`src/include/conv_settings.svh`:
```
////////////////////////////////////////////////////////////
// widths, depths and constants of the 3x3 conv engine
// stream word layout, accumulator size, quantization
////////////////////////////////////////////////////////////
`ifndef CONV_SETTINGS_SVH
`define CONV_SETTINGS_SVH

// stream word and lanes
`define CONV_WORD_W       32
`define CONV_PIX_W        8
`define CONV_LANES        4

// accumulator and frame size
`define CONV_ACC_W        28
`define CONV_FLEN_W       6
`define CONV_MAX_FLEN     32
`define CONV_KERNEL       3
`define CONV_TAPS         9
`define CONV_FEAT_DEPTH   256

// multiplier depth and output quantization
`define CONV_MULT_STAGES  8
`define CONV_QUANT_SHIFT  6
`define CONV_SAT_MAX      127

`endif

```
`src/logic/conv_pkg.sv`:
```
////////////////////////////////////////////////////////////
// shared types of the conv engine
// pixel and accumulator values, stream word view, phases
////////////////////////////////////////////////////////////
`default_nettype none
`include "conv_settings.svh"

package conv_pkg;

  // signed feature, weight or bias
  typedef logic signed [`CONV_PIX_W-1:0] pixel_t;

  // signed tap accumulator
  typedef logic signed [`CONV_ACC_W-1:0] acc_t;

  // one stream word, raw or as four lanes (lane 0 in low byte)
  typedef union packed {
    logic [`CONV_WORD_W-1:0]   raw;
    pixel_t [`CONV_LANES-1:0]  lane;
  } stream_word_u;

  typedef enum logic [2:0] {LD_IDLE, LD_FEATURE, LD_BIAS, LD_WEIGHT, LD_HOLD} load_phase_e;

  typedef enum logic [1:0] {SEQ_IDLE, SEQ_FILL, SEQ_ISSUE, SEQ_WAIT} seq_phase_e;

endpackage

`default_nettype wire

```
`src/logic/stream_loader.sv`:
```
////////////////////////////////////////////////////////////
// input stream receiver
// writes feature words to the buffer, then latches the
// bias word and the three weight words
////////////////////////////////////////////////////////////
`timescale 1ns/1ps
`default_nettype none
`include "conv_settings.svh"

module stream_loader
  import conv_pkg::*;
(
  input  logic                                 clk,
  input  logic                                 rstn,
  input  logic                                 start,
  input  logic [`CONV_FLEN_W-1:0]              flen,
  input  logic                                 in_valid,
  output logic                                 in_ready,
  input  logic [`CONV_WORD_W-1:0]              in_data,
  input  logic                                 done,
  output logic                                 wr_en,
  output logic [$clog2(`CONV_FEAT_DEPTH)-1:0]  wr_addr,
  output logic [`CONV_WORD_W-1:0]              wr_data,
  output logic                                 frame_loaded,
  output logic [`CONV_FLEN_W-1:0]              frame_flen,
  output pixel_t [`CONV_TAPS-1:0]              weights,
  output pixel_t                               bias
);

  localparam int ADDR_W    = $clog2(`CONV_FEAT_DEPTH);
  localparam int WGT_WORDS = (`CONV_TAPS + `CONV_LANES - 1) / `CONV_LANES;

  load_phase_e               phase;
  stream_word_u              in_word;
  logic                      accept;
  logic [ADDR_W-1:0]         word_cnt;
  logic [1:0]                wgt_cnt;
  logic [2*`CONV_FLEN_W-1:0] area;
  logic [ADDR_W:0]           frame_words;
  logic                      feat_last;

  assign in_word.raw = in_data;
  assign in_ready    = phase inside {LD_FEATURE, LD_BIAS, LD_WEIGHT};
  assign accept      = in_valid && in_ready;

  // flen*flen/4 feature words per frame
  assign area        = frame_flen * frame_flen;
  assign frame_words = (ADDR_W + 1)'(area >> 2);
  assign feat_last   = ({1'b0, word_cnt} + 1'b1) == frame_words;

  // features go straight into consecutive buffer words
  assign wr_en   = accept && (phase == LD_FEATURE);
  assign wr_addr = word_cnt;
  assign wr_data = in_data;

  ////////////////////////////////////////////////////////////
  // phase control
  always_ff @(posedge clk) begin
    if (!rstn) begin
      phase        <= LD_IDLE;
      word_cnt     <= '0;
      wgt_cnt      <= '0;
      frame_loaded <= 1'b0;
    end else begin
      // pulse the cycle after the last weight word
      frame_loaded <= accept && (phase == LD_WEIGHT) && (wgt_cnt == 2'(WGT_WORDS - 1));
      case (phase)
        LD_IDLE: begin
          if (start) begin
            phase    <= LD_FEATURE;
            word_cnt <= '0;
          end
        end
        LD_FEATURE: begin
          if (accept) begin
            word_cnt <= word_cnt + 1'b1;
            if (feat_last) phase <= LD_BIAS;
          end
        end
        LD_BIAS: begin
          if (accept) begin
            phase   <= LD_WEIGHT;
            wgt_cnt <= '0;
          end
        end
        LD_WEIGHT: begin
          if (accept) begin
            wgt_cnt <= wgt_cnt + 1'b1;
            if (wgt_cnt == 2'(WGT_WORDS - 1)) phase <= LD_HOLD;
          end
        end
        // parked until the packer reports the frame out
        LD_HOLD: begin
          if (done) phase <= LD_IDLE;
        end
        default: phase <= LD_IDLE;
      endcase
    end
  end

  ////////////////////////////////////////////////////////////
  // frame size, bias, weights
  always_ff @(posedge clk) begin
    if ((phase == LD_IDLE) && start) frame_flen <= flen;
    if (accept && (phase == LD_BIAS)) bias <= in_word.lane[0];
    // row-major weights across lanes, spare lanes of last word dropped
    if (accept && (phase == LD_WEIGHT)) begin
      for (int l = 0; l < `CONV_LANES; l++) begin
        if (wgt_cnt * `CONV_LANES + l < `CONV_TAPS) begin
          weights[wgt_cnt * `CONV_LANES + l] <= in_word.lane[l];
        end
      end
    end
  end

  // input stays closed from frame load until done, and from done until next start
  a_hold_closed: assert property (@(posedge clk) disable iff (!rstn)
    frame_loaded |-> (!accept until done));
  a_idle_closed: assert property (@(posedge clk) disable iff (!rstn)
    done |=> (!accept until start));

endmodule

`default_nettype wire

```
`config.mk`:
```
export PLATFORM = sky130hd
export DESIGN_NAME = stream_loader
export DESIGN_NICKNAME = d
export VERILOG_FILES = /design/src/logic/conv_pkg.sv /design/src/logic/stream_loader.sv
export VERILOG_INCLUDE_DIRS = /design/src /design/src/include
export SDC_FILE = /design/constraint.sdc
export NUM_CORES = 1
export LEC_CHECK = 0
export BUFFER_PORTS_ARGS = -buffer_cell sky130_fd_sc_hd__buf_2
export CORE_MARGIN = 2
export CORE_UTILIZATION = 49
export DETAILED_ROUTE_END_ITERATION = 16
export PLACE_DENSITY = 0.87
export SYNTH_ARGS = -nofsm -noshare
export SYNTH_HDL_FRONTEND = slang
export SYNTH_SLANG_ARGS = --single-unit
```
`constraint.sdc`:
```
create_clock -name clk -period 4.4 [get_ports clk]
set_clock_uncertainty 0.1 [all_clocks]
set_input_delay 0.44 -clock clk [delete_from_list [all_inputs] [get_ports clk]]
set_output_delay 0.44 -clock clk [all_outputs]
set_load 0.005 [all_outputs]
```
==> metrics.csv <==
metric;value;unit
P&R area growth vs syn;20.9;%
Power Density;335;nW/µm²
Post-Route Setup TNS;0;ns
Yosys cell types;42;
Slowest cell on crit path;fa_1;
1st-pass router iterations;5;
# hold bufs at CTS;0;
Post-Syn Area;4630;µm²
Post-layout nets;563;
Tmin final;4.16;ns
core area;9200;µm²
IO Port Bufs;171;
diode count;0;
worst slew pin tran;0.787;ns
gr ovfl total;0;
Die Y-Extent;101;µm
Die Wd;101;µm
Hold WC Path Type;in2reg;
Startpoint Class;flop;
final setup margin;0.242;ns
Max Cap Viol;0;
CTS Buf Count;9;
hpwl dp;7.58;mm
share of cells above drive strength 1;0.400;
final WL;9.95;mm
H-tree Lvls;3;
Req. time, crit path;4.55;ns
Post-Synthesis Cells;343;
slowest stage delay, CP;0.51;ns
vias in the first global route;2939;
fillers;708;
register area share after synthesis;0.619;
gr usage total;0.192;
drt via density;5.12;
Mean Syn Cell Area;13.5;µm²
YS warnings;0;
Layout Utilization;0.608;
RSZ-0062 raised after global routing;no;
final period utilization;0.945;
CTS tree;yes;
cts repair resizes;0;
CTS Sinks;100;
Max Clock Freq;240;MHz
Slew Viols, Final;0;
global placer's final weighted congestion;0.901;
Main synth FF type;edfxtp_1;
status;finished, final reports clean;
relative slew slack;0.474;
crit path kind;reg2reg;
row count;35;
Residual DRC;0;
buffer count from post-CTS setup fixing;0;
Clk Latency, worst-skew pair;0.35;ns
multi-input logic area;1430;µm²
peak supply drop;183;µV
Final setup viols;0;
worst-path cell chain;and2_1, inv_1, fa_1, inv_1, fa_1, fa_1, ha_1, xor2_1, xnor2_1, xor2_1, o2111ai_1, or4_4, o211a_1;
Worst EP arrival;4.31;ns
Post-synth EDFFs;86;
first-pass GRT wire length;14.8;mm
DP Worst Slack;0.316;ns
CTS clk-pin slew, worst paths;0.11;ns
IO Count;172;
worst hold margin;0.154;ns
FF+latch count, synth;100;
Most common cell on crit path;fa_1;
syn_nets;414;
initial core utilization;0.503;
die area;10200;µm²
CP Max Fanout;7;
fraction of registers with async set/reset;0;
initial antenna violation count;0;
vias;3112;
root buffer cell;clkbuf_8;
Wirelength per Cell;16.4;µm
final hold vios;0;
LEAKAGE;2.42;nW
Critical Path End Type;flop;
Register Area;2860;µm²
Post-DRT Antenna Nets;0;
largest net degree at the start of global routing;22;
initial drt markers;161;
Max Root-Sink Buffers;2;
## routing by layer
| metal | global-route usage | up-vias | wire length, µm |
|---|---|---|---|
| li1 | - | 1476 | - |
| met1 | 0.221 | 1502 | 3820 |
| met2 | 0.349 | 126 | 5400 |
| met3 | 0.0518 | 8 | 592 |
| met4 | 0.0561 | 0 | 140 |
| met5 | 0 | - | 0 |
## final cells by class
type	count	area share
sequential	100	0.512
timing repair buffer	175	0.158
inverter	19	0.0127
tap	111	0.0248
clock buffer	9	0.0221
multi-input combinational	187	0.255
clock inverter	7	0.0154
## worst paths after layout
path,slack (ns),depth (start not counted),start,to
max,0.24,13,frame_flen[1],phase[0]
min,0.15,1,flen[4],frame_flen[4]
max reg2reg,0.24,13,frame_flen[1],phase[0]
min reg2reg,0.42,2,wr_addr[1],wr_addr[1]
## state kept, by name, indices dropped and copies added (netlist names)
| signal | count |
|---|---|
| frame_loaded | 1 |
| wr_addr | 8 |
| bias | 8 |
| phase | 3 |
| wgt_cnt | 2 |
| weights | 72 |
| frame_flen | 6 |
## cell usage after synthesis, drive strengths merged, types with 3 or more instances
cell type | n | share of area
a21boi | 5 | 0.0081
a21oi | 11 | 0.012
and2 | 15 | 0.021
and3 | 20 | 0.028
buf | 33 | 0.054
clkbuf | 4 | 0.0032
dfxtp | 14 | 0.061
edfxtp | 86 | 0.56
fa | 8 | 0.035
ha | 20 | 0.054
inv | 19 | 0.015
nand2 | 22 | 0.019
nand3 | 5 | 0.0081
nor2 | 13 | 0.011
nor2b | 8 | 0.011
nor3 | 5 | 0.0054
nor3b | 3 | 0.0049
o21ai | 7 | 0.0076
xnor2 | 17 | 0.035
xor2 | 7 | 0.013
## where the power goes
part           internal [mW]  total (mW)  leakage [nW]  switching [mW]
clock network          0.232       0.584         0.105           0.352
logic                  0.117       0.253          1.44           0.136
registers               1.03        1.04         0.872         0.00632
## critical path: cells and delay by family, from the launching register on
family	cells	cell delay [ns]
fa+ha+maj	4	1.80
flops	1	0.44
xor+xnor	3	0.54
simple gates	2	0.68
compound gates	2	0.36
buf+inv	2	0.14
## layout by cell type, fill, tap and decap left out, types with 3 or more instances in the layout
| cell type | n |
|---|---|
| nor3b_1 | 3 |
| edfxtp_1 | 86 |
| nor2b_1 | 8 |
| nor2_1 | 13 |
| a21oi_1 | 11 |
| o21ai_0 | 6 |
| a21boi_0 | 5 |
| and3_1 | 19 |
| fa_1 | 8 |
| xnor2_1 | 15 |
| inv_1 | 19 |
| buf_2 | 171 |
| nand3_1 | 4 |
| buf_4 | 4 |
| clkbuf_8 | 9 |
| and2_1 | 14 |
| dfxtp_1 | 14 |
| nand2_1 | 21 |
| nor3_1 | 5 |
| xor2_1 | 7 |
| ha_1 | 20 |
## cells by family (layout without fill, tap and decap cells)
family          after synthesis  in the layout  share of synthesized area
simple gates                102            102                      0.126
flops                       100            100                      0.619
buf+inv                      56            210                     0.0730
compound gates               33             33                     0.0446
fa+ha+maj                    28             28                     0.0887
xor+xnor                     24             24                     0.0487
## metrics by stage
step | cell area, µm² | instances | total power [mW]
global placement | 5380 | 592 | 1.30
floorplan | 4630 | 343 | 1.24
global route | 5590 | 608 | 1.96
CTS | 5590 | 608 | 1.89
finish | 5590 | 608 | 1.87
detailed placement | 5380 | 592 | 1.31
No activity file was read; power rests on OpenSTA's default activity.
