<file path="config.mk">
export PLATFORM = sky130hd
export DESIGN_NAME = mac_pipeline
export DESIGN_NICKNAME = d
export VERILOG_FILES = /design/src/logic/conv_pkg.sv /design/src/logic/mac_pipeline.sv
export VERILOG_INCLUDE_DIRS = /design/src /design/src/include
export SDC_FILE = /design/constraint.sdc
export NUM_CORES = 1
export LEC_CHECK = 0
export ABC_AREA = 1
export BUFFER_PORTS_ARGS = -buffer_cell sky130_fd_sc_hd__buf_2
export CAP_MARGIN = 10
export CORE_UTILIZATION = 60
export CTS_CLUSTER_DIAMETER = 40
export CTS_CLUSTER_SIZE = 30
export DETAILED_ROUTE_END_ITERATION = 8
export HOLD_SLACK_MARGIN = 0.02
export PLACE_DENSITY = 0.78
export SYNTH_ARGS = -nofsm -noshare
export SYNTH_HDL_FRONTEND = slang
export SYNTH_SLANG_ARGS = --single-unit
</file>
<file path="constraint.sdc">
create_clock -name clk -period 2.57 [get_ports clk]
set_clock_uncertainty 0.05 [all_clocks]
set_input_delay 0.257 -clock clk [delete_from_list [all_inputs] [get_ports clk]]
set_output_delay 0.257 -clock clk [all_outputs]
set_load 0.005 [all_outputs]
</file>
<file path="src/include/conv_settings.svh">
////////////////////////////////////////////////////////////
// widths, depths and constants of the 3x3 conv engine
// stream word layout, accumulator size, quantization
////////////////////////////////////////////////////////////
`ifndef CONV_SETTINGS_SVH
`define CONV_SETTINGS_SVH

// stream word and lanes
`define CONV_WORD_W       32
`define CONV_PIX_W        8
`define CONV_LANES        4

// accumulator and frame size
`define CONV_ACC_W        28
`define CONV_FLEN_W       6
`define CONV_MAX_FLEN     32
`define CONV_KERNEL       3
`define CONV_TAPS         9
`define CONV_FEAT_DEPTH   256

// multiplier depth and output quantization
`define CONV_MULT_STAGES  8
`define CONV_QUANT_SHIFT  6
`define CONV_SAT_MAX      127

`endif

</file>
<file path="src/logic/conv_pkg.sv">
////////////////////////////////////////////////////////////
// shared types of the conv engine
// pixel and accumulator values, stream word view, phases
////////////////////////////////////////////////////////////
`default_nettype none
`include "conv_settings.svh"

package conv_pkg;

  // signed feature, weight or bias
  typedef logic signed [`CONV_PIX_W-1:0] pixel_t;

  // signed tap accumulator
  typedef logic signed [`CONV_ACC_W-1:0] acc_t;

  // one stream word, raw or as four lanes (lane 0 in low byte)
  typedef union packed {
    logic [`CONV_WORD_W-1:0]   raw;
    pixel_t [`CONV_LANES-1:0]  lane;
  } stream_word_u;

  typedef enum logic [2:0] {LD_IDLE, LD_FEATURE, LD_BIAS, LD_WEIGHT, LD_HOLD} load_phase_e;

  typedef enum logic [1:0] {SEQ_IDLE, SEQ_FILL, SEQ_ISSUE, SEQ_WAIT} seq_phase_e;

endpackage

`default_nettype wire

</file>
<file path="src/logic/mac_pipeline.sv">
////////////////////////////////////////////////////////////
// eight-stage sign-magnitude multiplier
// partial products reduced low half then high half per
// level, sign restored last, then nine-tap accumulate
////////////////////////////////////////////////////////////
`timescale 1ns/1ps
`default_nettype none
`include "conv_settings.svh"

module mac_pipeline
  import conv_pkg::*;
(
  input  logic    clk,
  input  logic    rstn,
  input  logic    tap_valid,
  input  pixel_t  tap_feat,
  input  pixel_t  tap_weight,
  input  logic    tap_first,
  input  logic    tap_last,
  input  logic    tap_frame_end,
  output logic    acc_valid,
  output acc_t    acc_sum,
  output logic    acc_frame_end
);

  localparam int STAGES = `CONV_MULT_STAGES;
  localparam int PW     = `CONV_PIX_W;

  logic [PW-1:0]        a_mag;
  logic [PW-1:0]        b_mag;
  logic [PW-1:0]        pp_q [PW];
  // level 1, pairs of partial products
  logic [5:0]           lo1_q [4];
  logic [2:0]           xh1_q [4];
  logic [3:0]           yh1_q [4];
  logic [9:0]           s1_q [4];
  // level 2, quads
  logic [7:0]           lo2_q [2];
  logic [2:0]           xh2_q [2];
  logic [4:0]           yh2_q [2];
  logic [11:0]          s2_q [2];
  // level 3, full magnitude
  logic [9:0]           lo3_q;
  logic [2:0]           xh3_q;
  logic [6:0]           yh3_q;
  logic [15:0]          mag_q;
  logic signed [15:0]   prod_q;
  // tags beside the data
  logic [STAGES-2:0]    sign_sr;
  logic [STAGES-1:0]    vld_sr;
  logic [STAGES-1:0]    first_sr;
  logic [STAGES-1:0]    last_sr;
  logic [STAGES-1:0]    end_sr;
  acc_t                 acc_q;
  logic                 pix_open;

  assign a_mag   = tap_feat[PW-1] ? -tap_feat : tap_feat;
  assign b_mag   = tap_weight[PW-1] ? -tap_weight : tap_weight;
  assign acc_sum = acc_q;

  ////////////////////////////////////////////////////////////
  // datapath stages
  always_ff @(posedge clk) begin
    // s1 partial products
    for (int i = 0; i < PW; i++) begin
      pp_q[i] <= b_mag[i] ? a_mag : '0;
    end
    // s2 low bits of pp[2i] + pp[2i+1]<<1
    for (int i = 0; i < 4; i++) begin
      lo1_q[i] <= pp_q[2*i][4:0] + {pp_q[2*i+1][3:0], 1'b0};
      xh1_q[i] <= pp_q[2*i][7:5];
      yh1_q[i] <= pp_q[2*i+1][7:4];
    end
    // s3 high bits plus carry
    for (int i = 0; i < 4; i++) begin
      s1_q[i] <= {5'(xh1_q[i] + yh1_q[i] + lo1_q[i][5]), lo1_q[i][4:0]};
    end
    // s4 low bits, second pair shifted by 2
    for (int i = 0; i < 2; i++) begin
      lo2_q[i] <= s1_q[2*i][6:0] + {s1_q[2*i+1][4:0], 2'b00};
      xh2_q[i] <= s1_q[2*i][9:7];
      yh2_q[i] <= s1_q[2*i+1][9:5];
    end
    // s5
    for (int i = 0; i < 2; i++) begin
      s2_q[i] <= {5'(xh2_q[i] + yh2_q[i] + lo2_q[i][7]), lo2_q[i][6:0]};
    end
    // s6 low bits, upper quad shifted by 4
    lo3_q <= s2_q[0][8:0] + {s2_q[1][4:0], 4'b0000};
    xh3_q <= s2_q[0][11:9];
    yh3_q <= s2_q[1][11:5];
    // s7
    mag_q <= {7'(xh3_q + yh3_q + lo3_q[9]), lo3_q[8:0]};
    // s8 sign back on, |product| never above 2^14
    prod_q <= sign_sr[STAGES-2] ? -$signed(mag_q) : $signed(mag_q);

    sign_sr  <= {sign_sr[STAGES-3:0], tap_feat[PW-1] ^ tap_weight[PW-1]};
    first_sr <= {first_sr[STAGES-2:0], tap_first};
    last_sr  <= {last_sr[STAGES-2:0], tap_last};
    end_sr   <= {end_sr[STAGES-2:0], tap_frame_end};

    // accumulate, restart on the first tap of a pixel
    if (vld_sr[STAGES-1]) begin
      acc_q         <= (first_sr[STAGES-1] ? acc_t'(0) : acc_q) + acc_t'(prod_q);
      acc_frame_end <= end_sr[STAGES-1];
    end
  end

  ////////////////////////////////////////////////////////////
  // valid chain and pixel tracking
  always_ff @(posedge clk) begin
    if (!rstn) begin
      vld_sr    <= '0;
      acc_valid <= 1'b0;
      pix_open  <= 1'b0;
    end else begin
      vld_sr    <= {vld_sr[STAGES-2:0], tap_valid};
      acc_valid <= vld_sr[STAGES-1] && last_sr[STAGES-1];
      if (tap_valid && tap_last) begin
        pix_open <= 1'b0;
      end else if (tap_valid && tap_first) begin
        pix_open <= 1'b1;
      end
    end
  end

  // a new pixel never starts inside another one
  a_first_closed: assert property (@(posedge clk) disable iff (!rstn)
    (tap_valid && tap_first) |-> !pix_open);

endmodule

`default_nettype wire

</file>
==> results.md <==
- Status: finished, final reports clean
- RSZ-0062 raised after global routing: false
- Vias per std cell: 4.75
- Detail Placement HPWL: 15,400 um
- DP Area: 12,900 um^2
- Final wirelength: 21,600 um
- Crit Path Max Fanout: 28
- Largest net degree at the start of global routing: 29
- Total GRT Usage: 21.5%
- Share of the synthesized area in the top cell type: 49.5%
- # H-tree levels: 2
- Root buf cell: clkbuf_16
- Setup crit end kind: flip-flop
- Post-synth top cells: dfxtp_1 (304), nand2_1 (277), inv_1 (239), nor2_1 (129), ha_1 (75)
- Antenna violations before repair: 0
- Die width: 145 um
- Main area contributors after synthesis: dfxtp_1 (50%), nand2_1 (8.5%), ha_1 (7.6%), inv_1 (7.3%), edfxtp_1 (7.1%)
- Number of synthesized register bits: 333
- Initial core utilization: 62.1%
- CTS resizes: 0
- DR pass1 iterations: 4
- Clock Path Buffers: 3
- Worst-path clk slew: 70 ps
- Layout cells sized above 1: 9.62%
- Critical R2R Launch: first_sr[7]
- DRC violations left: 0
- Wire length per cell: 12.7 um
- Number of global-route vias before repair: 8,172
- Sw Share: 28.8%
- Count leader, synth: dfxtp_1
- Placer Congestion: 0.924
- ANT nets after route: 0
- CTS sink count: 333
- Ports: 52
- Fin Setup TNS: 0 ps
- Top achievable clock speed: 439 MHz
- Post-synth EDFFs: 29
- Yosys warning total: 0
- Power per cell area: 972 nW/um^2
- Sequential fraction of the synthesis area: 56.6%
- Pleak: 7.23 nW
- Fin. Hold Viols: 0
- Max Cap Viol: 0
- CTS tree: done
- Crit Path Class: reg -> reg
- Fin crit share: 88.7%
- Syn-to-layout area delta: 15.6%
- Core area: 19,800 um^2
- Seq pwr share: 46.1%
- Comb pwr share: 16.7%
- Internal power: 9.83 mW
- Post-synthesis cell type count: 35
- Most used DFF post-synth: dfxtp_1
- Class of the worst hold path: in -> reg
- Critical path required time: 2770 ps
- Relative slew slack: 52.3%
- Num CTS Buffers: 34
- Syn nets: 1,433
- Vias: 8,077
- # Post-CTS Setup Buffers: 0
- # diodes: 0
- Synth Area per Inst: 9.35 um^2
- NetSw: 3.97 mW
- Rows: 51
- Largest area contributor in the netlist: dfxtp_1
- Die Footprint: 21,100 um^2
- IO buf count: 51
- # setup viols final: 0
- Crit path time final: 2280 ps
- Die height: 145 um
- Cell Area, Synth: 12,300 um^2
- Worst min-delay path startpoint: tap_weight[7]
- Post-synth ARST share: 0%
- First-pass GRT wire length: 36,600 um
- Syn Inst Count: 1,314
- WP data arrival: 2480 ps
- Fin util: 71.8%
- Actual slew at the worst max-slew pin: 713 ps
- Fin area: 14,200 um^2
- Total Nets Final: 1,527
- Fin. max-slew vios: 0
- Clock share of power: 37.2%
- Clock latency on the worst-skew pair: 520 ps
- DR iter-0 viols: 295
- Global route total overflow: 0
- Critical Path Start: first_sr[7]
- Worst VDD drop: 776 uV
- Cts hold-fix bufs: 9
- Worst setup SP type: flip-flop
## path summary, 6_finish.rpt
| path | to | depth (start not counted) | slack (ps) |
|---|---|---|---|
| min reg2reg | s1_q[2][3] | 0 | 270 |
| max reg2reg | acc_sum[16] | 10 | 290 |
| min | sign_sr[0] | 2 | 40 |
| max | acc_sum[16] | 10 | 290 |
## power groups by stage
stage / sequential [mW] / clock [mW] / combinational, mW
after floorplan: 6.37 / 0 / 1.77
after global placement: 6.45 / 0 / 2.19
after detailed placement: 6.48 / 0 / 2.27
after CTS: 6.37 / 5.24 / 2.32
after global routing: 6.44 / 5.46 / 2.66
final: 6.36 / 5.14 / 2.30
## cells by family after synthesis
group,after synthesis,synth area share (%)
buffers and inverters,250,7.70
XOR/XNOR,64,4.56
AO/OA/AOI/OAI,64,2.80
flip-flops,333,56.6
AND/OR/NAND/NOR,506,17.1
adder cells (fa/ha/maj),97,11.2
## routing by layer
layer	vias to the layer above	global-route usage, %	wire, um
met5	-	0	0
met4	0	8.89	761
met3	57	3.58	818
met2	165	41.2	11200
met1	3636	23.1	8820
li1	4219	-	-
## worst max-delay path: stages, from the launching register on
cell and delay, ps:
dfxtp_1 350, buf_12 190, nor2_1 70, ha_1 240, fa_1 460, nand2_1 90, nand3_1 90, nand3_1 100
nand2_2 90, a21oi_1 190, xnor2_1 100
## registers in the layout, summed over array words and instances (netlist names), 10 cells and up
signal / flops
s1_q: 40
xh1_q: 12
lo1_q: 24
pp_q: 64
yh1_q: 16
yh2_q: 10
mag_q: 16
lo2_q: 16
s2_q: 24
acc_sum: 28
lo3_q: 10
prod_q: 16
## final cells by class
| class | instances | area [um^2] |
|---|---|---|
| Tap cell | 265 | 332 |
| Sequential cell | 333 | 6960 |
| Timing Repair Buffer | 66 | 403 |
| Inverter | 242 | 908 |
| Clock inverter | 27 | 360 |
| Clock buffer | 35 | 855 |
| Fill cell | 1449 | 5580 |
| Multi-Input combinational cell | 731 | 4390 |
## cell usage in the layout (no fill, tap or decap), types with 2 or more instances in the layout
cell and instances:
dfxtp_1 304, nand2_1 277, inv_1 239, nor2_1 129
ha_1 75, nand3_1 55, buf_2 51, xor2_1 48
a21oi_1 41, clkbuf_16 34, edfxtp_1 29, fa_1 22
xnor2_1 16, o21ai_0 13, nand4_1 11, dlygate4sd3_1 9
nand2_2 6, inv_6 6, clkinv_8 5, buf_4 5
o21bai_1 4, nor2_2 4, nand3b_1 4, nor3_2 4
nor3_1 4, and2_1 4, clkinv_4 4, inv_8 4
or2_2 3, a211oi_1 3, bufinv_16 3, clkinv_1 2
o31ai_1 2, clkinvlp_4 2
## per-stage QoR
| stage | hold WS, ps | cells | power, mW | worst slack (ps) |
|---|---|---|---|---|
| after CTS | 22.4 | 1699 | 13.9 | 303 |
| after global routing | 61.5 | 1699 | 14.6 | 133 |
| after floorplan | 235 | 1314 | 8.15 | 282 |
| final | 43.6 | 1699 | 13.8 | 290 |
| after detailed placement | 262 | 1628 | 8.74 | 340 |
| after global placement | 260 | 1628 | 8.64 | 386 |
(Power assumes the default switching activity.)
