## src/include/conv_settings.svh

```systemverilog
////////////////////////////////////////////////////////////
// widths, depths and constants of the 3x3 conv engine
// stream word layout, accumulator size, quantization
////////////////////////////////////////////////////////////
`ifndef CONV_SETTINGS_SVH
`define CONV_SETTINGS_SVH

// stream word and lanes
`define CONV_WORD_W       32
`define CONV_PIX_W        8
`define CONV_LANES        4

// accumulator and frame size
`define CONV_ACC_W        28
`define CONV_FLEN_W       6
`define CONV_MAX_FLEN     32
`define CONV_KERNEL       3
`define CONV_TAPS         9
`define CONV_FEAT_DEPTH   256

// multiplier depth and output quantization
`define CONV_MULT_STAGES  8
`define CONV_QUANT_SHIFT  6
`define CONV_SAT_MAX      127

`endif

```

## src/logic/conv_pkg.sv

```systemverilog
////////////////////////////////////////////////////////////
// shared types of the conv engine
// pixel and accumulator values, stream word view, phases
////////////////////////////////////////////////////////////
`default_nettype none
`include "conv_settings.svh"

package conv_pkg;

  // signed feature, weight or bias
  typedef logic signed [`CONV_PIX_W-1:0] pixel_t;

  // signed tap accumulator
  typedef logic signed [`CONV_ACC_W-1:0] acc_t;

  // one stream word, raw or as four lanes (lane 0 in low byte)
  typedef union packed {
    logic [`CONV_WORD_W-1:0]   raw;
    pixel_t [`CONV_LANES-1:0]  lane;
  } stream_word_u;

  typedef enum logic [2:0] {LD_IDLE, LD_FEATURE, LD_BIAS, LD_WEIGHT, LD_HOLD} load_phase_e;

  typedef enum logic [1:0] {SEQ_IDLE, SEQ_FILL, SEQ_ISSUE, SEQ_WAIT} seq_phase_e;

endpackage

`default_nettype wire

```

## src/logic/window_sequencer.sv

```systemverilog
////////////////////////////////////////////////////////////
// 3x3 window walker
// three zero-padded line registers filled from the buffer,
// nine taps per output pixel sent to the multiplier
////////////////////////////////////////////////////////////
`timescale 1ns/1ps
`default_nettype none
`include "conv_settings.svh"

module window_sequencer
  import conv_pkg::*;
(
  input  logic                                 clk,
  input  logic                                 rstn,
  input  logic                                 frame_loaded,
  input  logic [`CONV_FLEN_W-1:0]              frame_flen,
  input  pixel_t [`CONV_TAPS-1:0]              weights,
  output logic                                 rd_en,
  output logic [$clog2(`CONV_FEAT_DEPTH)-1:0]  rd_addr,
  input  logic [`CONV_WORD_W-1:0]              rd_data,
  output logic                                 tap_valid,
  output pixel_t                               tap_feat,
  output pixel_t                               tap_weight,
  output logic                                 tap_first,
  output logic                                 tap_last,
  output logic                                 tap_frame_end,
  input  logic                                 acc_valid,
  input  logic                                 acc_ready
);

  localparam int LINE_W = `CONV_MAX_FLEN + 2;
  localparam int ADDR_W = $clog2(`CONV_FEAT_DEPTH);
  localparam int ROW_W  = `CONV_FLEN_W;
  localparam int WPR_W  = `CONV_FLEN_W - 2;

  seq_phase_e               phase;
  // line 0 on top, one zero pad pixel at each end
  pixel_t [LINE_W-1:0]      lines [`CONV_KERNEL];
  stream_word_u             feat_word;
  logic [ROW_W-1:0]         fill_row;
  logic [ROW_W-1:0]         col;
  logic [WPR_W-1:0]         words_per_row;
  logic [WPR_W-1:0]         rd_cnt;
  logic [WPR_W-1:0]         pend_col;
  logic [ADDR_W-1:0]        rd_ptr;
  logic                     rd_pend;
  logic [1:0]               kx;
  logic [1:0]               ky;
  logic [3:0]               tap_idx;
  logic                     got_acc;
  logic                     row_valid;
  logic                     fill_done;
  logic                     col_last;
  logic                     pix_done;
  logic                     frame_start;
  logic                     start_fill;

  assign feat_word.raw = rd_data;
  assign words_per_row = frame_flen[ROW_W-1:2];
  assign frame_start   = (phase == SEQ_IDLE) && frame_loaded;

  // rows past the bottom edge stay zero
  assign row_valid = fill_row < frame_flen;
  assign rd_en     = (phase == SEQ_FILL) && row_valid && (rd_cnt != words_per_row);
  assign rd_addr   = rd_ptr;
  assign fill_done = (phase == SEQ_FILL) && !rd_pend && (!row_valid || rd_cnt == words_per_row);

  // next pixel only once the last result is back and the packer has room
  assign col_last   = col == frame_flen - 1'b1;
  assign pix_done   = (phase == SEQ_WAIT) && got_acc && acc_ready;
  assign start_fill = (fill_done && (fill_row == '0)) ||
                      (pix_done && col_last && (fill_row != frame_flen));

  ////////////////////////////////////////////////////////////
  // tap outputs
  assign tap_idx       = 4'(ky) * 4'(`CONV_KERNEL) + 4'(kx);
  assign tap_valid     = phase == SEQ_ISSUE;
  assign tap_feat      = lines[ky][col + kx];
  assign tap_weight    = weights[tap_idx];
  assign tap_first     = tap_valid && (ky == 2'd0) && (kx == 2'd0);
  assign tap_last      = tap_valid && (ky == 2'(`CONV_KERNEL - 1)) && (kx == 2'(`CONV_KERNEL - 1));
  // output row is fill_row-1, so the last row shows fill_row == flen
  assign tap_frame_end = tap_valid && (fill_row == frame_flen) && col_last;

  ////////////////////////////////////////////////////////////
  // walker fsm
  always_ff @(posedge clk) begin
    if (!rstn) begin
      phase    <= SEQ_IDLE;
      fill_row <= '0;
      col      <= '0;
      rd_cnt   <= '0;
      rd_ptr   <= '0;
      rd_pend  <= 1'b0;
      kx       <= '0;
      ky       <= '0;
      got_acc  <= 1'b0;
    end else begin
      rd_pend <= rd_en;
      if (rd_en) begin
        rd_cnt <= rd_cnt + 1'b1;
        rd_ptr <= rd_ptr + 1'b1;
      end
      case (phase)
        SEQ_IDLE: begin
          if (frame_loaded) begin
            phase    <= SEQ_FILL;
            fill_row <= '0;
            rd_cnt   <= '0;
            rd_ptr   <= '0;
          end
        end
        SEQ_FILL: begin
          if (fill_done) begin
            rd_cnt <= '0;
            // row 0 only primes the bottom line, fetch row 1 too
            if (fill_row == '0) begin
              fill_row <= 1'b1;
            end else begin
              phase <= SEQ_ISSUE;
              col   <= '0;
            end
          end
        end
        SEQ_ISSUE: begin
          if (kx == 2'(`CONV_KERNEL - 1)) begin
            kx <= '0;
            if (ky == 2'(`CONV_KERNEL - 1)) begin
              ky      <= '0;
              phase   <= SEQ_WAIT;
              got_acc <= 1'b0;
            end else begin
              ky <= ky + 1'b1;
            end
          end else begin
            kx <= kx + 1'b1;
          end
        end
        SEQ_WAIT: begin
          if (acc_valid) got_acc <= 1'b1;
          if (pix_done) begin
            if (!col_last) begin
              col   <= col + 1'b1;
              phase <= SEQ_ISSUE;
            end else if (fill_row != frame_flen) begin
              fill_row <= fill_row + 1'b1;
              phase    <= SEQ_FILL;
            end else begin
              phase <= SEQ_IDLE;
            end
          end
        end
        default: phase <= SEQ_IDLE;
      endcase
    end
  end

  ////////////////////////////////////////////////////////////
  // line registers
  always_ff @(posedge clk) begin
    pend_col <= rd_cnt;
    if (frame_start) begin
      lines <= '{default: '0};
    end else if (start_fill) begin
      // shift up, bottom line cleared for the new row
      lines[0] <= lines[1];
      lines[1] <= lines[2];
      lines[2] <= '0;
    end else if (rd_pend) begin
      for (int l = 0; l < `CONV_LANES; l++) begin
        lines[2][1 + `CONV_LANES * pend_col + l] <= feat_word.lane[l];
      end
    end
  end

endmodule

`default_nettype wire

```

## config.mk

```make
export PLATFORM = sky130hd
export DESIGN_NAME = window_sequencer
export DESIGN_NICKNAME = d
export VERILOG_FILES = /design/src/logic/conv_pkg.sv /design/src/logic/window_sequencer.sv
export VERILOG_INCLUDE_DIRS = /design/src /design/src/include
export SDC_FILE = /design/constraint.sdc
export NUM_CORES = 2
export LEC_CHECK = 0
export ABC_CLOCK_PERIOD_IN_PS = 3200
export BUFFER_PORTS_ARGS = -buffer_cell sky130_fd_sc_hd__buf_2
export CAP_MARGIN = 20
export CELL_PAD_IN_SITES_DETAIL_PLACEMENT = 1
export CELL_PAD_IN_SITES_GLOBAL_PLACEMENT = 2
export CORE_UTILIZATION = 36
export CTS_CLUSTER_SIZE = 24
export DETAILED_ROUTE_END_ITERATION = 7
export GPL_TIMING_DRIVEN = 0
export PLACE_DENSITY_LB_ADDON = 0.1
export SKIP_CTS_REPAIR_TIMING = 1
export SLEW_MARGIN = 25
export SYNTH_ARGS = -nofsm -noshare
export SYNTH_HDL_FRONTEND = slang
export SYNTH_SLANG_ARGS = --single-unit
```

## constraint.sdc

```tcl
create_clock -name clk -period 3.2 [get_ports clk]
set_input_delay 0.16 -clock clk [delete_from_list [all_inputs] [get_ports clk]]
set_output_delay 0.16 -clock clk [all_outputs]
set_load 0.005 [all_outputs]
```

==> flow_summary.yaml <==
outcome:
  status: "finished with violations"
  violations: "hold timing, setup timing"
timing:
  whs_ps: -15.2
  fin_crit_sh_pct: 131
  fin_skew_ps: 28.6
  min_period_ps: 4200
  hold_violations: 2
  fmax_ghz: 0.238
  worst_pin_slew_ps: 1190
  rsz0062_at_grt: "true"
  setup_ws_ps: -997
  tns_ps: -10030
  maxSlewViolCount: 0
  worst_slew_margin_rel_pct: 21.0
  setup_viol: 16
floorplan:
  die_h_um: 333
  coreArea_um2: 108000
  die_width_um: 333
  core.rowCount: 120
  dieArea_um2: 111000
  io-pin-count: 144
  initial_core_util_pct: 36.5
min_path:
  min_path_type: "primary input to flop"
global_route:
  antenna_found_initial: 19
  grtUsageTotal_pct: 34.9
  grt_pass1_wl_mm: 268
  grt_overflow_total: 0
  grt_pass1_vias: 32557
  grt_max_degree: 15
pwr:
  p_per_area_nw_per_um2: 496
  fin_total_pwr_uw: 23900
  ir_drop_mv: 0.376
  p_leak_uw: 0.0201
route:
  dr.pass1.iters: 5
  wl_per_cell_um: 33.6
  routed_wl_mm: 198
  drt_iter0_drc: 3594
  drc: 0
  vias: 34050
  final_antenna_net_count: 0
  vias_per_cell: 5.77
synth:
  synth_top_cell_by_area: "dfxtp_1"
  yosys_warnings: 0
  synth_edf_count: 0
  synth_cells: 4069
  synth_nets: 4211
  ys_async_sr_fraction_pct: 0
  synthDistinctLibCells: 65
  yosys-top-cells-area: "dfxtp_1, mux2i_1, mux4_2"
  synth-main-ff-cell: "dfxtp_1"
  yosys-top-cells-count: "nand2_1, dfxtp_1, mux2i_1, nor2_1, mux4_2"
  avgSynthCellArea_um2: 9.68
  ys_ff_latch: 852
  yosysMostFrequentCell: "nand2_1"
  synthesis.area_um2: 39400
  ys_seq_area_share_pct: 43.3
  yosysTopAreaCellShare_pct: 43.3
cts:
  cts_buffers: 99
  h-tree-depth: 3
  cts.clk_slew.worst_paths_ps: 60
  ctsLongestPathBuffers: 3
  cts_tree: "built"
  cts.sinks: 852
  cts_root_buffer: "clkbuf_16"
  clock_latency_ps: 710
layout:
  nNetsFinal: 4556
  fin_area_um2: 48200
  layout.cells.non_filler: 5901
  multiInputGateArea_um2: 20800
  drive_gt1_share_pct: 21.1
  seq_area_um2: 17100
  fillCellCount: 11967
  area_growth_pct: 22.5
worst_setup_path:
  required_ps: 3040
  critPathMaxFanout: 7
  endpoint_kind: "output pin"
  worst_setup_path_start_kind: "flop"
  crit_type: "flop to output pin"
  cp_data_arrival_time_ps: 4040
place:
  post_dp_cell_area_um2: 42700
  dp_cells: 5620
  io_buffers: 111
  place.detailed.hpwl_mm: 146
  gp_congestion: 0.983
run:
  cap_violations: 0
[final timing paths]
| check | depth (start not counted) | slack [ps] | endpoint | from |
|---|---|---|---|---|
| setup / recovery | 10 | -1000 | tap_feat[6] | kx[0] |
| hold / removal | 3 | -20 | lines[6] | rd_data[30] |
| setup reg to reg | 10 | 60 | lines[308] | fill_row[3] |
| hold reg to reg | 0 | 410 | pend_col[3] | rd_cnt[3] |
[placed cells by master (no fill, tap or decap), types with 31 or more instances in the layout]
cell type  count
mux2i_1      633
dfxtp_1      842
mux2_2        54
nand3_1       59
nor2_1       250
nand4_1       33
buf_4         94
clkbuf_16    101
a21oi_1      155
inv_1        153
clkbuf_1     109
buf_2        169
mux2_1        33
clkinv_2      31
mux4_2       216
nand2_1     1056
buf_6         68
[kinds of logic after synthesis]
family,after synthesis,synth area share (%)
fa+ha+maj,27,0.915
compound gates,252,3.76
xor+xnor,24,0.534
buf+inv,472,5.03
mux,948,31.3
flops,852,43.3
simple gates,1494,15.2
[layer usage]
| metal | global-route usage (%) | vias up | part of all wire [%] | wire length, µm |
|---|---|---|---|---|
| met2 | 53.1 | 1412 | 44 | 87700 |
| met4 | 14.1 | 8 | 4.3 | 8550 |
| met1 | 48.4 | 17644 | 44 | 86500 |
| li1 | - | 14626 | - | - |
| met5 | 0 | - | 0.030 | 60 |
| met3 | 6.66 | 360 | 7.9 | 15600 |
[report_power, final]
group | switching [µW] | leakage (µW) | total (µW) | internal (µW)
combinational | 1080 | 0.0116 | 1470 | 397
clock | 5060 | 0.00165 | 11700 | 6680
sequential | 59.5 | 0.00687 | 10700 | 10700
total | 6200 | 0.0201 | 23900 | 17700
[registers in the layout (all words and copies together), names as in the netlist]
| name | count |
|---|---|
| ky | 2 |
| kx | 2 |
| rd_pend | 1 |
| phase | 2 |
| rd_addr | 8 |
| pend_col | 4 |
| lines | 816 |
| got_acc | 1 |
| rd_cnt | 4 |
| fill_row | 6 |
| col | 6 |
[critical path, cell delays in order, from the launching register on]
cell and delay, ps:
dfxtp_4 360, ha_4 180, fa_2 590, buf_12 140, buf_16 150, clkinvlp_4 250, buf_12 250, mux4_2 380
o211ai_1 400, nand4_1 360, buf_2 240
[metrics by stage]
step	utilization, %	worst slack [ps]
after floorplan	-	81.0
after global placement	38.7	-2920
after detailed placement	39.6	-2320
after CTS	42.7	-3070
after global routing	44.7	-982
final	44.8	-997
[area by class of cell]
class / count / share of cell area [%]
inverters: 157 / 1.24
multi-input cells: 2745 / 43.1
clock inverters: 44 / 0.936
well taps: 1403 / 3.64
clock buffers: 137 / 5.87
flip-flops and latches: 852 / 35.4
diodes: 4 / 0.0207
plain buffers: 308 / 4.85
repair buffers: 251 / 4.91
No activity file was read; power rests on OpenSTA's default activity.
