## src/include/conv_settings.svh

```systemverilog
////////////////////////////////////////////////////////////
// widths, depths and constants of the 3x3 conv engine
// stream word layout, accumulator size, quantization
////////////////////////////////////////////////////////////
`ifndef CONV_SETTINGS_SVH
`define CONV_SETTINGS_SVH

// stream word and lanes
`define CONV_WORD_W       32
`define CONV_PIX_W        8
`define CONV_LANES        4

// accumulator and frame size
`define CONV_ACC_W        28
`define CONV_FLEN_W       6
`define CONV_MAX_FLEN     32
`define CONV_KERNEL       3
`define CONV_TAPS         9
`define CONV_FEAT_DEPTH   256

// multiplier depth and output quantization
`define CONV_MULT_STAGES  8
`define CONV_QUANT_SHIFT  6
`define CONV_SAT_MAX      127

`endif

```

## src/logic/conv_pkg.sv

```systemverilog
////////////////////////////////////////////////////////////
// shared types of the conv engine
// pixel and accumulator values, stream word view, phases
////////////////////////////////////////////////////////////
`default_nettype none
`include "conv_settings.svh"

package conv_pkg;

  // signed feature, weight or bias
  typedef logic signed [`CONV_PIX_W-1:0] pixel_t;

  // signed tap accumulator
  typedef logic signed [`CONV_ACC_W-1:0] acc_t;

  // one stream word, raw or as four lanes (lane 0 in low byte)
  typedef union packed {
    logic [`CONV_WORD_W-1:0]   raw;
    pixel_t [`CONV_LANES-1:0]  lane;
  } stream_word_u;

  typedef enum logic [2:0] {LD_IDLE, LD_FEATURE, LD_BIAS, LD_WEIGHT, LD_HOLD} load_phase_e;

  typedef enum logic [1:0] {SEQ_IDLE, SEQ_FILL, SEQ_ISSUE, SEQ_WAIT} seq_phase_e;

endpackage

`default_nettype wire

```

## src/logic/result_packer.sv

```systemverilog
////////////////////////////////////////////////////////////
// output packer
// bias add, rectify, saturate to 7 bits, four lanes per
// word, output stream with last flag and done pulse
////////////////////////////////////////////////////////////
`timescale 1ns/1ps
`default_nettype none
`include "conv_settings.svh"

module result_packer
  import conv_pkg::*;
(
  input  logic                     clk,
  input  logic                     rstn,
  input  logic                     acc_valid,
  input  acc_t                     acc_sum,
  input  logic                     acc_frame_end,
  input  pixel_t                   bias,
  output logic                     acc_ready,
  output logic                     out_valid,
  input  logic                     out_ready,
  output logic [`CONV_WORD_W-1:0]  out_data,
  output logic                     out_last,
  output logic                     done
);

  localparam int LANE_W = $clog2(`CONV_LANES);
  localparam int QS     = `CONV_QUANT_SHIFT;
  // lowest bit that forces saturation, 13
  localparam int SAT_LO = QS + `CONV_PIX_W - 1;

  acc_t               biased;
  pixel_t             res;
  logic [LANE_W-1:0]  lane;
  logic               take;
  stream_word_u       word_q;

  assign biased   = acc_sum + (acc_t'(bias) <<< QS);
  assign take     = acc_valid && acc_ready;
  assign out_data = word_q.raw;

  // relu then clamp, bits 12..6 when in range
  always_comb begin
    if (biased[`CONV_ACC_W-1]) begin
      res = '0;
    end else if (|biased[`CONV_ACC_W-2:SAT_LO]) begin
      res = pixel_t'(`CONV_SAT_MAX);
    end else begin
      res = pixel_t'(biased[SAT_LO-1:QS]);
    end
  end

  always_ff @(posedge clk) begin
    if (take) word_q.lane[lane] <= res;
  end

  ////////////////////////////////////////////////////////////
  // lane count and output handshake
  always_ff @(posedge clk) begin
    if (!rstn) begin
      lane      <= '0;
      acc_ready <= 1'b0;
      out_valid <= 1'b0;
      out_last  <= 1'b0;
      done      <= 1'b0;
    end else begin
      done <= out_valid && out_ready && out_last;
      if (take) lane <= lane + 1'b1;
      if (take && (lane == LANE_W'(`CONV_LANES - 1))) begin
        // word full, stop results until it leaves
        out_valid <= 1'b1;
        out_last  <= acc_frame_end;
        acc_ready <= 1'b0;
      end else if (out_valid && out_ready) begin
        out_valid <= 1'b0;
        out_last  <= 1'b0;
        acc_ready <= 1'b1;
      end else if (!out_valid) begin
        acc_ready <= 1'b1;
      end
    end
  end

  // word held steady under back-pressure
  a_out_stable: assert property (@(posedge clk) disable iff (!rstn)
    (out_valid && !out_ready) |=> $stable(out_data));

endmodule

`default_nettype wire

```

## config.mk

```make
export PLATFORM = sky130hd
export DESIGN_NAME = result_packer
export DESIGN_NICKNAME = d
export VERILOG_FILES = /design/src/logic/conv_pkg.sv /design/src/logic/result_packer.sv
export VERILOG_INCLUDE_DIRS = /design/src /design/src/include
export SDC_FILE = /design/constraint.sdc
export NUM_CORES = 1
export LEC_CHECK = 0
export ABC_AREA = 1
export BUFFER_PORTS_ARGS = -buffer_cell sky130_fd_sc_hd__clkbuf_2
export CAP_MARGIN = 20
export CORE_UTILIZATION = 53
export CTS_BUF_LIST = sky130_fd_sc_hd__clkbuf_16
export CTS_CLUSTER_DIAMETER = 50
export DETAILED_ROUTE_END_ITERATION = 12
export PLACE_DENSITY = 0.77
export RECOVER_POWER = 50
export SYNTH_ARGS = -nofsm -noshare
export SYNTH_HDL_FRONTEND = slang
export SYNTH_SLANG_ARGS = --single-unit
```

## constraint.sdc

```tcl
create_clock -name clk -period 3.49 [get_ports clk]
set_input_delay 0.698 -clock clk [delete_from_list [all_inputs] [get_ports clk]]
set_output_delay 0.698 -clock clk [all_outputs]
set_load 0.01 [all_outputs]
```

==> flow_summary.json, run 1 <==
{
  "worstMarginPinSlew_ns": 0.755,
  "hpwl_mm": 4.84,
  "mostFrequentLayoutCell": "nand2_1",
  "max_cap_viol_count": 0,
  "leakagePower_uw": 0.00160,
  "crit_top_cell": "nand2_1",
  "start_util_pct": 56.6,
  "numCtsBuffers": 5,
  "relSlewSlack_pct": 49.5,
  "synth_nets": 430,
  "core_area_um2": 4880,
  "grtUsageTotal_pct": 22.8,
  "routed_wl_mm": 5.95,
  "crit_buf_inv": 1,
  "drtAntennaViolNets": 0,
  "critPathCaptureType": "flop",
  "hp-class": "reg -> reg",
  "cts-root-buf": "clkbuf_16",
  "synth_area_per_cell_um2": 7.60,
  "cp.arrival_ns": 2.92,
  "drc": 0,
  "diodes": 0,
  "cpPeakStageDelay_ns": 0.45,
  "cts.sinks": 38,
  "min_from": "out_last",
  "rsz0062_at_grt": "no",
  "place_ws_ns": 0.317,
  "h-tree-depth": 2,
  "layout-drive-gt1-share_pct": 12.3,
  "ir_drop_uv": 270,
  "ctsHoldBuffers": 0,
  "grt-ovfl-total": 0,
  "synthCells": 363,
  "grt_max_degree": 16,
  "cts_tree": "done",
  "crit_path_start_kind": "primary input",
  "ys_ff_latch": 38,
  "path_class": "in -> reg",
  "drt_iter0_drc": 142,
  "startpoint": "acc_sum[6]",
  "power_density_nw_per_um2": 394,
  "hold_end": "done",
  "synth_top_area_share_pct": 34.8,
  "ys_seq_area_share_pct": 39.2,
  "grt_pass1_wl_mm": 9.67,
  "pin_count": 77,
  "rr_startpoint": "lane[0]",
  "antenna_found_initial": 0,
  "ff_latch_area_um2": 1080,
  "post_cts_buffers": 0,
  "crit_fanout": 7,
  "critical-path-slowest-cell": "fa_1",
  "n_fill_cell": 460,
  "area_delta_synth_final_pct": 18.8,
  "yosysTopAreaCell": "edfxtp_1",
  "grt_pass1_vias": 2346,
  "multiInputGateArea_um2": 1470,
  "finalClockSkew_ns": 0.00594,
  "hold_viol_final": 0,
  "cp_top_family": "simple AND/OR/NAND/NOR gates",
  "fmax_mhz": 341,
  "die_area_um2": 5500,
  "synthTopCellsByArea": "edfxtp_1 (35%), nand2_1 (17%), ha_1 (11%), inv_1 (7.3%), dfxtp_1 (4.4%)",
  "ys_types": 26,
  "required_ns": 3.48,
  "dr_total_vias": 2599,
  "cts.clk_slew.worst_paths_ns": 0.06,
  "syn_area_um2": 2760,
  "hold_depth": 2,
  "final_nets": 506,
  "clockBufferDepth": 2,
  "row_count": 25,
  "fin_setup_tns_ns": 0,
  "cts_resized": 0,
  "ys_warn_count": 0,
  "ff2ff_path_depth": 4,
  "period_share_pct": 84.1,
  "final_cell_mix": "nand2_1 (125), inv_1 (54), clkbuf_1 (37), clkbuf_2 (33), edfxtp_1 (32)",
  "setup_viol": 0,
  "die_y_um": 74.2,
  "fin_ws_ns": 0.557,
  "wl_per_cell_um": 11.7,
  "r2r_slack_ns": 1.89,
  "reg2reg_to": "out_data[1]",
  "die_x_um": 74.2,
  "place.gp.congestion": 0.904,
  "clock_latency_ns": 0.28,
  "routed_via_density": 5.13,
  "worstPathCellList": "clkbuf_2 > ha_1 > fa_1 > nand3_1 > nand3_1 > nand2_1 > nand2_1 > nand2_1 > nand2_1 > nand2_1 > nand2_1 > nor2_1 > nand2_1 > nor2_1 > nand3_2 > nand2_4 > nand2_1",
  "portBuffers": 70,
  "fin_crit_ns": 2.93,
  "run_status": "finished, final reports clean",
  "dr.pass1.iters": 4,
  "drv_slew": 0
}
-- synthesized netlist by cell type, drive strengths merged --
cell type	instances
inv	54
o21ai	9
a21oi	23
o21bai	2
and2	2
nor2	31
ha	25
a21boi	1
nand2	130
nand4	3
dfxtp	6
xnor2	2
or2	1
xor2	5
edfxtp	32
nand3b	3
nand2b	1
nand3	25
fa	1
buf	1
nor3	6
-- state kept, by name, indices dropped and copies added (netlist names) --
| name | cells |
|---|---|
| out_data | 32 |
| acc_ready | 1 |
| done | 1 |
| out_valid | 1 |
| lane | 2 |
| out_last | 1 |
-- layer usage --
layer / wire length, um / share of wire (%) / global-route usage (%)
met3: 334 / 5.6 / 3.79
met5: 0 / 0 / 0
met4: 75 / 1.3 / 5.98
met1: 2570 / 43 / 25.6
met2: 2970 / 50 / 44.1
-- final cells by class --
class | count | area share (%)
Clock buffer | 5 | 3.82
Sequential cell | 38 | 33.0
Inverter | 54 | 6.18
Tap cell | 67 | 2.56
Timing Repair Buffer | 70 | 9.27
Clock inverter | 3 | 0.496
Multi-Input combinational cell | 270 | 44.7
-- how the worst max path moves through the flow --
stage,to,depth (start not counted)
2_1_floorplan,out_data[0],16
3_3_place_gp,out_data[24],17
3_5_place_dp,out_data[6],17
4_1_cts,out_data[14],17
5_1_grt,out_data[14],16
6_report,out_data[14],17
-- cells by family (layout without fill, tap and decap cells) --
family / Yosys count / count (layout) / share of synthesized area, %
simple gates: 202 / 202 / 32.0
buf+inv: 55 / 132 / 7.75
flops: 38 / 38 / 39.2
compound gates: 35 / 35 / 6.75
fa+ha+maj: 26 / 26 / 12.1
xor+xnor: 7 / 7 / 2.22
-- through the flow --
stage | cells | utilization, % | instance area (um2) | power [uW] | hold WS (ns)
floorplan | 363 | - | 2760 | 791 | 0.467
global placement | 499 | 65.2 | 3180 | 872 | 0.442
detailed placement | 499 | 65.2 | 3180 | 882 | 0.444
CTS | 507 | 68.1 | 3320 | 1300 | 0.454
global route | 507 | 67.2 | 3280 | 1360 | 0.501
finish | 507 | 67.2 | 3280 | 1290 | 0.452
-- tightest hold or removal path, cell delays in order (launching register included) --
cell     delay [ns]
dfxtp_1        0.32
nand2_1        0.06
nor2_1         0.04
-- where the power goes --
part | internal (uW) | switching (uW)
registers | 523 | 4.73
clock network | 260 | 160
logic | 124 | 221
Power figures use the tool's default switching activity.
==> run 2: changes to the inputs <==
- CORE_UTILIZATION: 53 -> 48
- PLACE_DENSITY: 0.77 -> 0.73
- clock period: 3.49 -> 2.6 ns (I/O delays scaled with it)
==> flow_summary.json, run 2 (synthesis gave the netlist of run 1 again) <==
{
  "run_status": "finished, final reports clean",
  "placed_cell_area_um2": 3390,
  "crit_path_start_kind": "primary input",
  "ff2ff_path_depth": 4,
  "cts-root-buf": "clkbuf_16",
  "die_area_um2": 6060,
  "antenna_found_initial": 0,
  "row_count": 27,
  "wl_met1_mm": 2.88,
  "die_y_um": 77.8,
  "place_ws_ns": -0.183,
  "largest_reg_flops": 32,
  "leakagePower_uw": 0.00176,
  "place.gp.congestion": 0.890,
  "start_util_pct": 49.8,
  "cts_tree": "done",
  "utilization_pct": 65.7,
  "r2r_slack_ns": 1.00,
  "reg2reg_to": "out_data[20]",
  "setup_viol": 0,
  "drt_iter0_drc": 143,
  "grtUsageTotal_pct": 22.5,
  "drtAntennaViolNets": 0,
  "rsz0062_at_grt": "yes",
  "numCtsBuffers": 5,
  "required_ns": 2.61,
  "core_area_um2": 5540,
  "dr_wl_met2_mm": 3.11,
  "grt_max_degree": 12,
  "crit_fanout": 7,
  "post_cts_buffers": 0,
  "max_cap_viol_count": 0,
  "clock_latency_ns": 0.28,
  "drc": 0,
  "hold_viol_final": 0,
  "hold_depth": 2,
  "rr_startpoint": "lane[0]",
  "path_class": "in -> reg",
  "period_share_pct": 92.5,
  "ir_drop_uv": 399,
  "multiInputGateArea_um2": 1590,
  "cp.arrival_ns": 2.42,
  "power_density_nw_per_um2": 528,
  "fin_ws_ns": 0.195,
  "critPathCaptureType": "flop",
  "area_delta_synth_final_pct": 31.9,
  "routed_wl_mm": 6.52,
  "hp-class": "reg -> reg",
  "grt_pass1_vias": 2531,
  "finalClockSkew_ns": 0.00516,
  "fin_crit_ns": 2.40,
  "dr.pass1.iters": 5,
  "hold_end": "done",
  "die_x_um": 77.8,
  "h-tree-depth": 2,
  "fmax_mhz": 416,
  "final_nets": 533,
  "relSlewSlack_pct": 50.4,
  "layout-drive-gt1-share_pct": 22.5,
  "cts.clk_slew.worst_paths_ns": 0.05,
  "grt-ovfl-total": 0,
  "power.total_uw": 1920,
  "n_fill_cell": 487,
  "wl_per_cell_um": 12.1,
  "cts.sinks": 38,
  "dr_wl_met3_um": 386,
  "pin_count": 77,
  "diodes": 0,
  "routed_via_density": 4.96,
  "fin_setup_tns_ns": 0,
  "hpwl_mm": 4.99,
  "ff_latch_area_um2": 1080,
  "dr_total_vias": 2675,
  "drv_slew": 0,
  "final_cell_mix": "nand2_1 (116), inv_1 (56), clkbuf_1 (35), clkbuf_2 (34), edfxtp_1 (32)",
  "grt_pass1_wl_mm": 10.7,
  "top_layer": "met4",
  "mostFrequentLayoutCell": "nand2_1",
  "portBuffers": 70,
  "min_from": "out_last",
  "clockBufferDepth": 2,
  "design_area_um2": 3640,
  "worstMarginPinSlew_ns": 0.742
}
-- run 2: cell count changes in the layout (fill, tap and decap cells not counted), moves of 6 or more --
| cell | delta |
|---|---|
| ha_4 | +6 |
| nand2_1 | -9 |
| ha_1 | -7 |
| nand2_2 | +9 |
| buf_4 | +27 |
-- run 2: stage by stage --
| stage | hold WS [ns] | std cells |
|---|---|---|
| 6_report | 0.500 | 539 |
| 5_1_grt | 0.500 | 539 |
| 4_1_cts | 0.493 | 539 |
| 3_5_place_dp | 0.443 | 531 |
| 3_3_place_gp | 0.437 | 531 |
| 2_1_floorplan | 0.467 | 363 |
-- run 2: worst max-delay path by stage --
stage | from | endpoint | slack (ns) | cells past startpoint
2_1_floorplan | acc_sum[6] | out_data[0] | 0.14 | 16
3_3_place_gp | acc_sum[6] | out_data[17] | -0.16 | 15
3_5_place_dp | acc_sum[6] | out_data[30] | -0.18 | 15
4_1_cts | acc_sum[6] | out_data[30] | 0.1 | 15
5_1_grt | acc_sum[6] | out_data[30] | -0.01 | 17
6_report | acc_sum[6] | out_data[30] | 0.20 | 15
-- run 2: timing repair --
item / 4_1_cts / 5_1_grt
hold buffers: 0 / 0
resized for setup: 0 / 27
setup endpoints to repair: 0 / 32
-- run 2: worst max-delay path, stage by stage --
cell      delay (ns)
clkbuf_2        0.08
ha_1            0.23
fa_2            0.35
nand3_1         0.09
nand3_2         0.12
nand2_2         0.09
nand2_1         0.07
nand2_1         0.07
nand2_1         0.05
a21oi_1         0.12
nand3b_1        0.11
nor2_2          0.13
nand3_2         0.11
nand2_4         0.16
nand2_2         0.11
-- run 2: final cells by class --
type | count | share of cell area, %
clock buffers | 5 | 3.44
well taps | 72 | 2.47
clock inverters | 3 | 1.03
repair buffers | 97 | 14.2
multi-input cells | 270 | 43.6
flip-flops and latches | 38 | 29.7
inverters | 54 | 5.57
-- run 2: layer usage --
metal	global-route usage, %	up-vias
li1	-	1382
met1	27.6	1169
met2	38.4	105
met3	3.29	19
met4	10.9	0
met5	0	-
-- run 2: where the power goes --
| group | switching (uW) | total [uW] | leakage, uW | internal, uW |
|---|---|---|---|---|
| logic | 327 | 558 | 0.00135 | 230 |
| clock network | 212 | 656 | 0.0000864 | 444 |
| registers | 6.81 | 710 | 0.000329 | 703 |
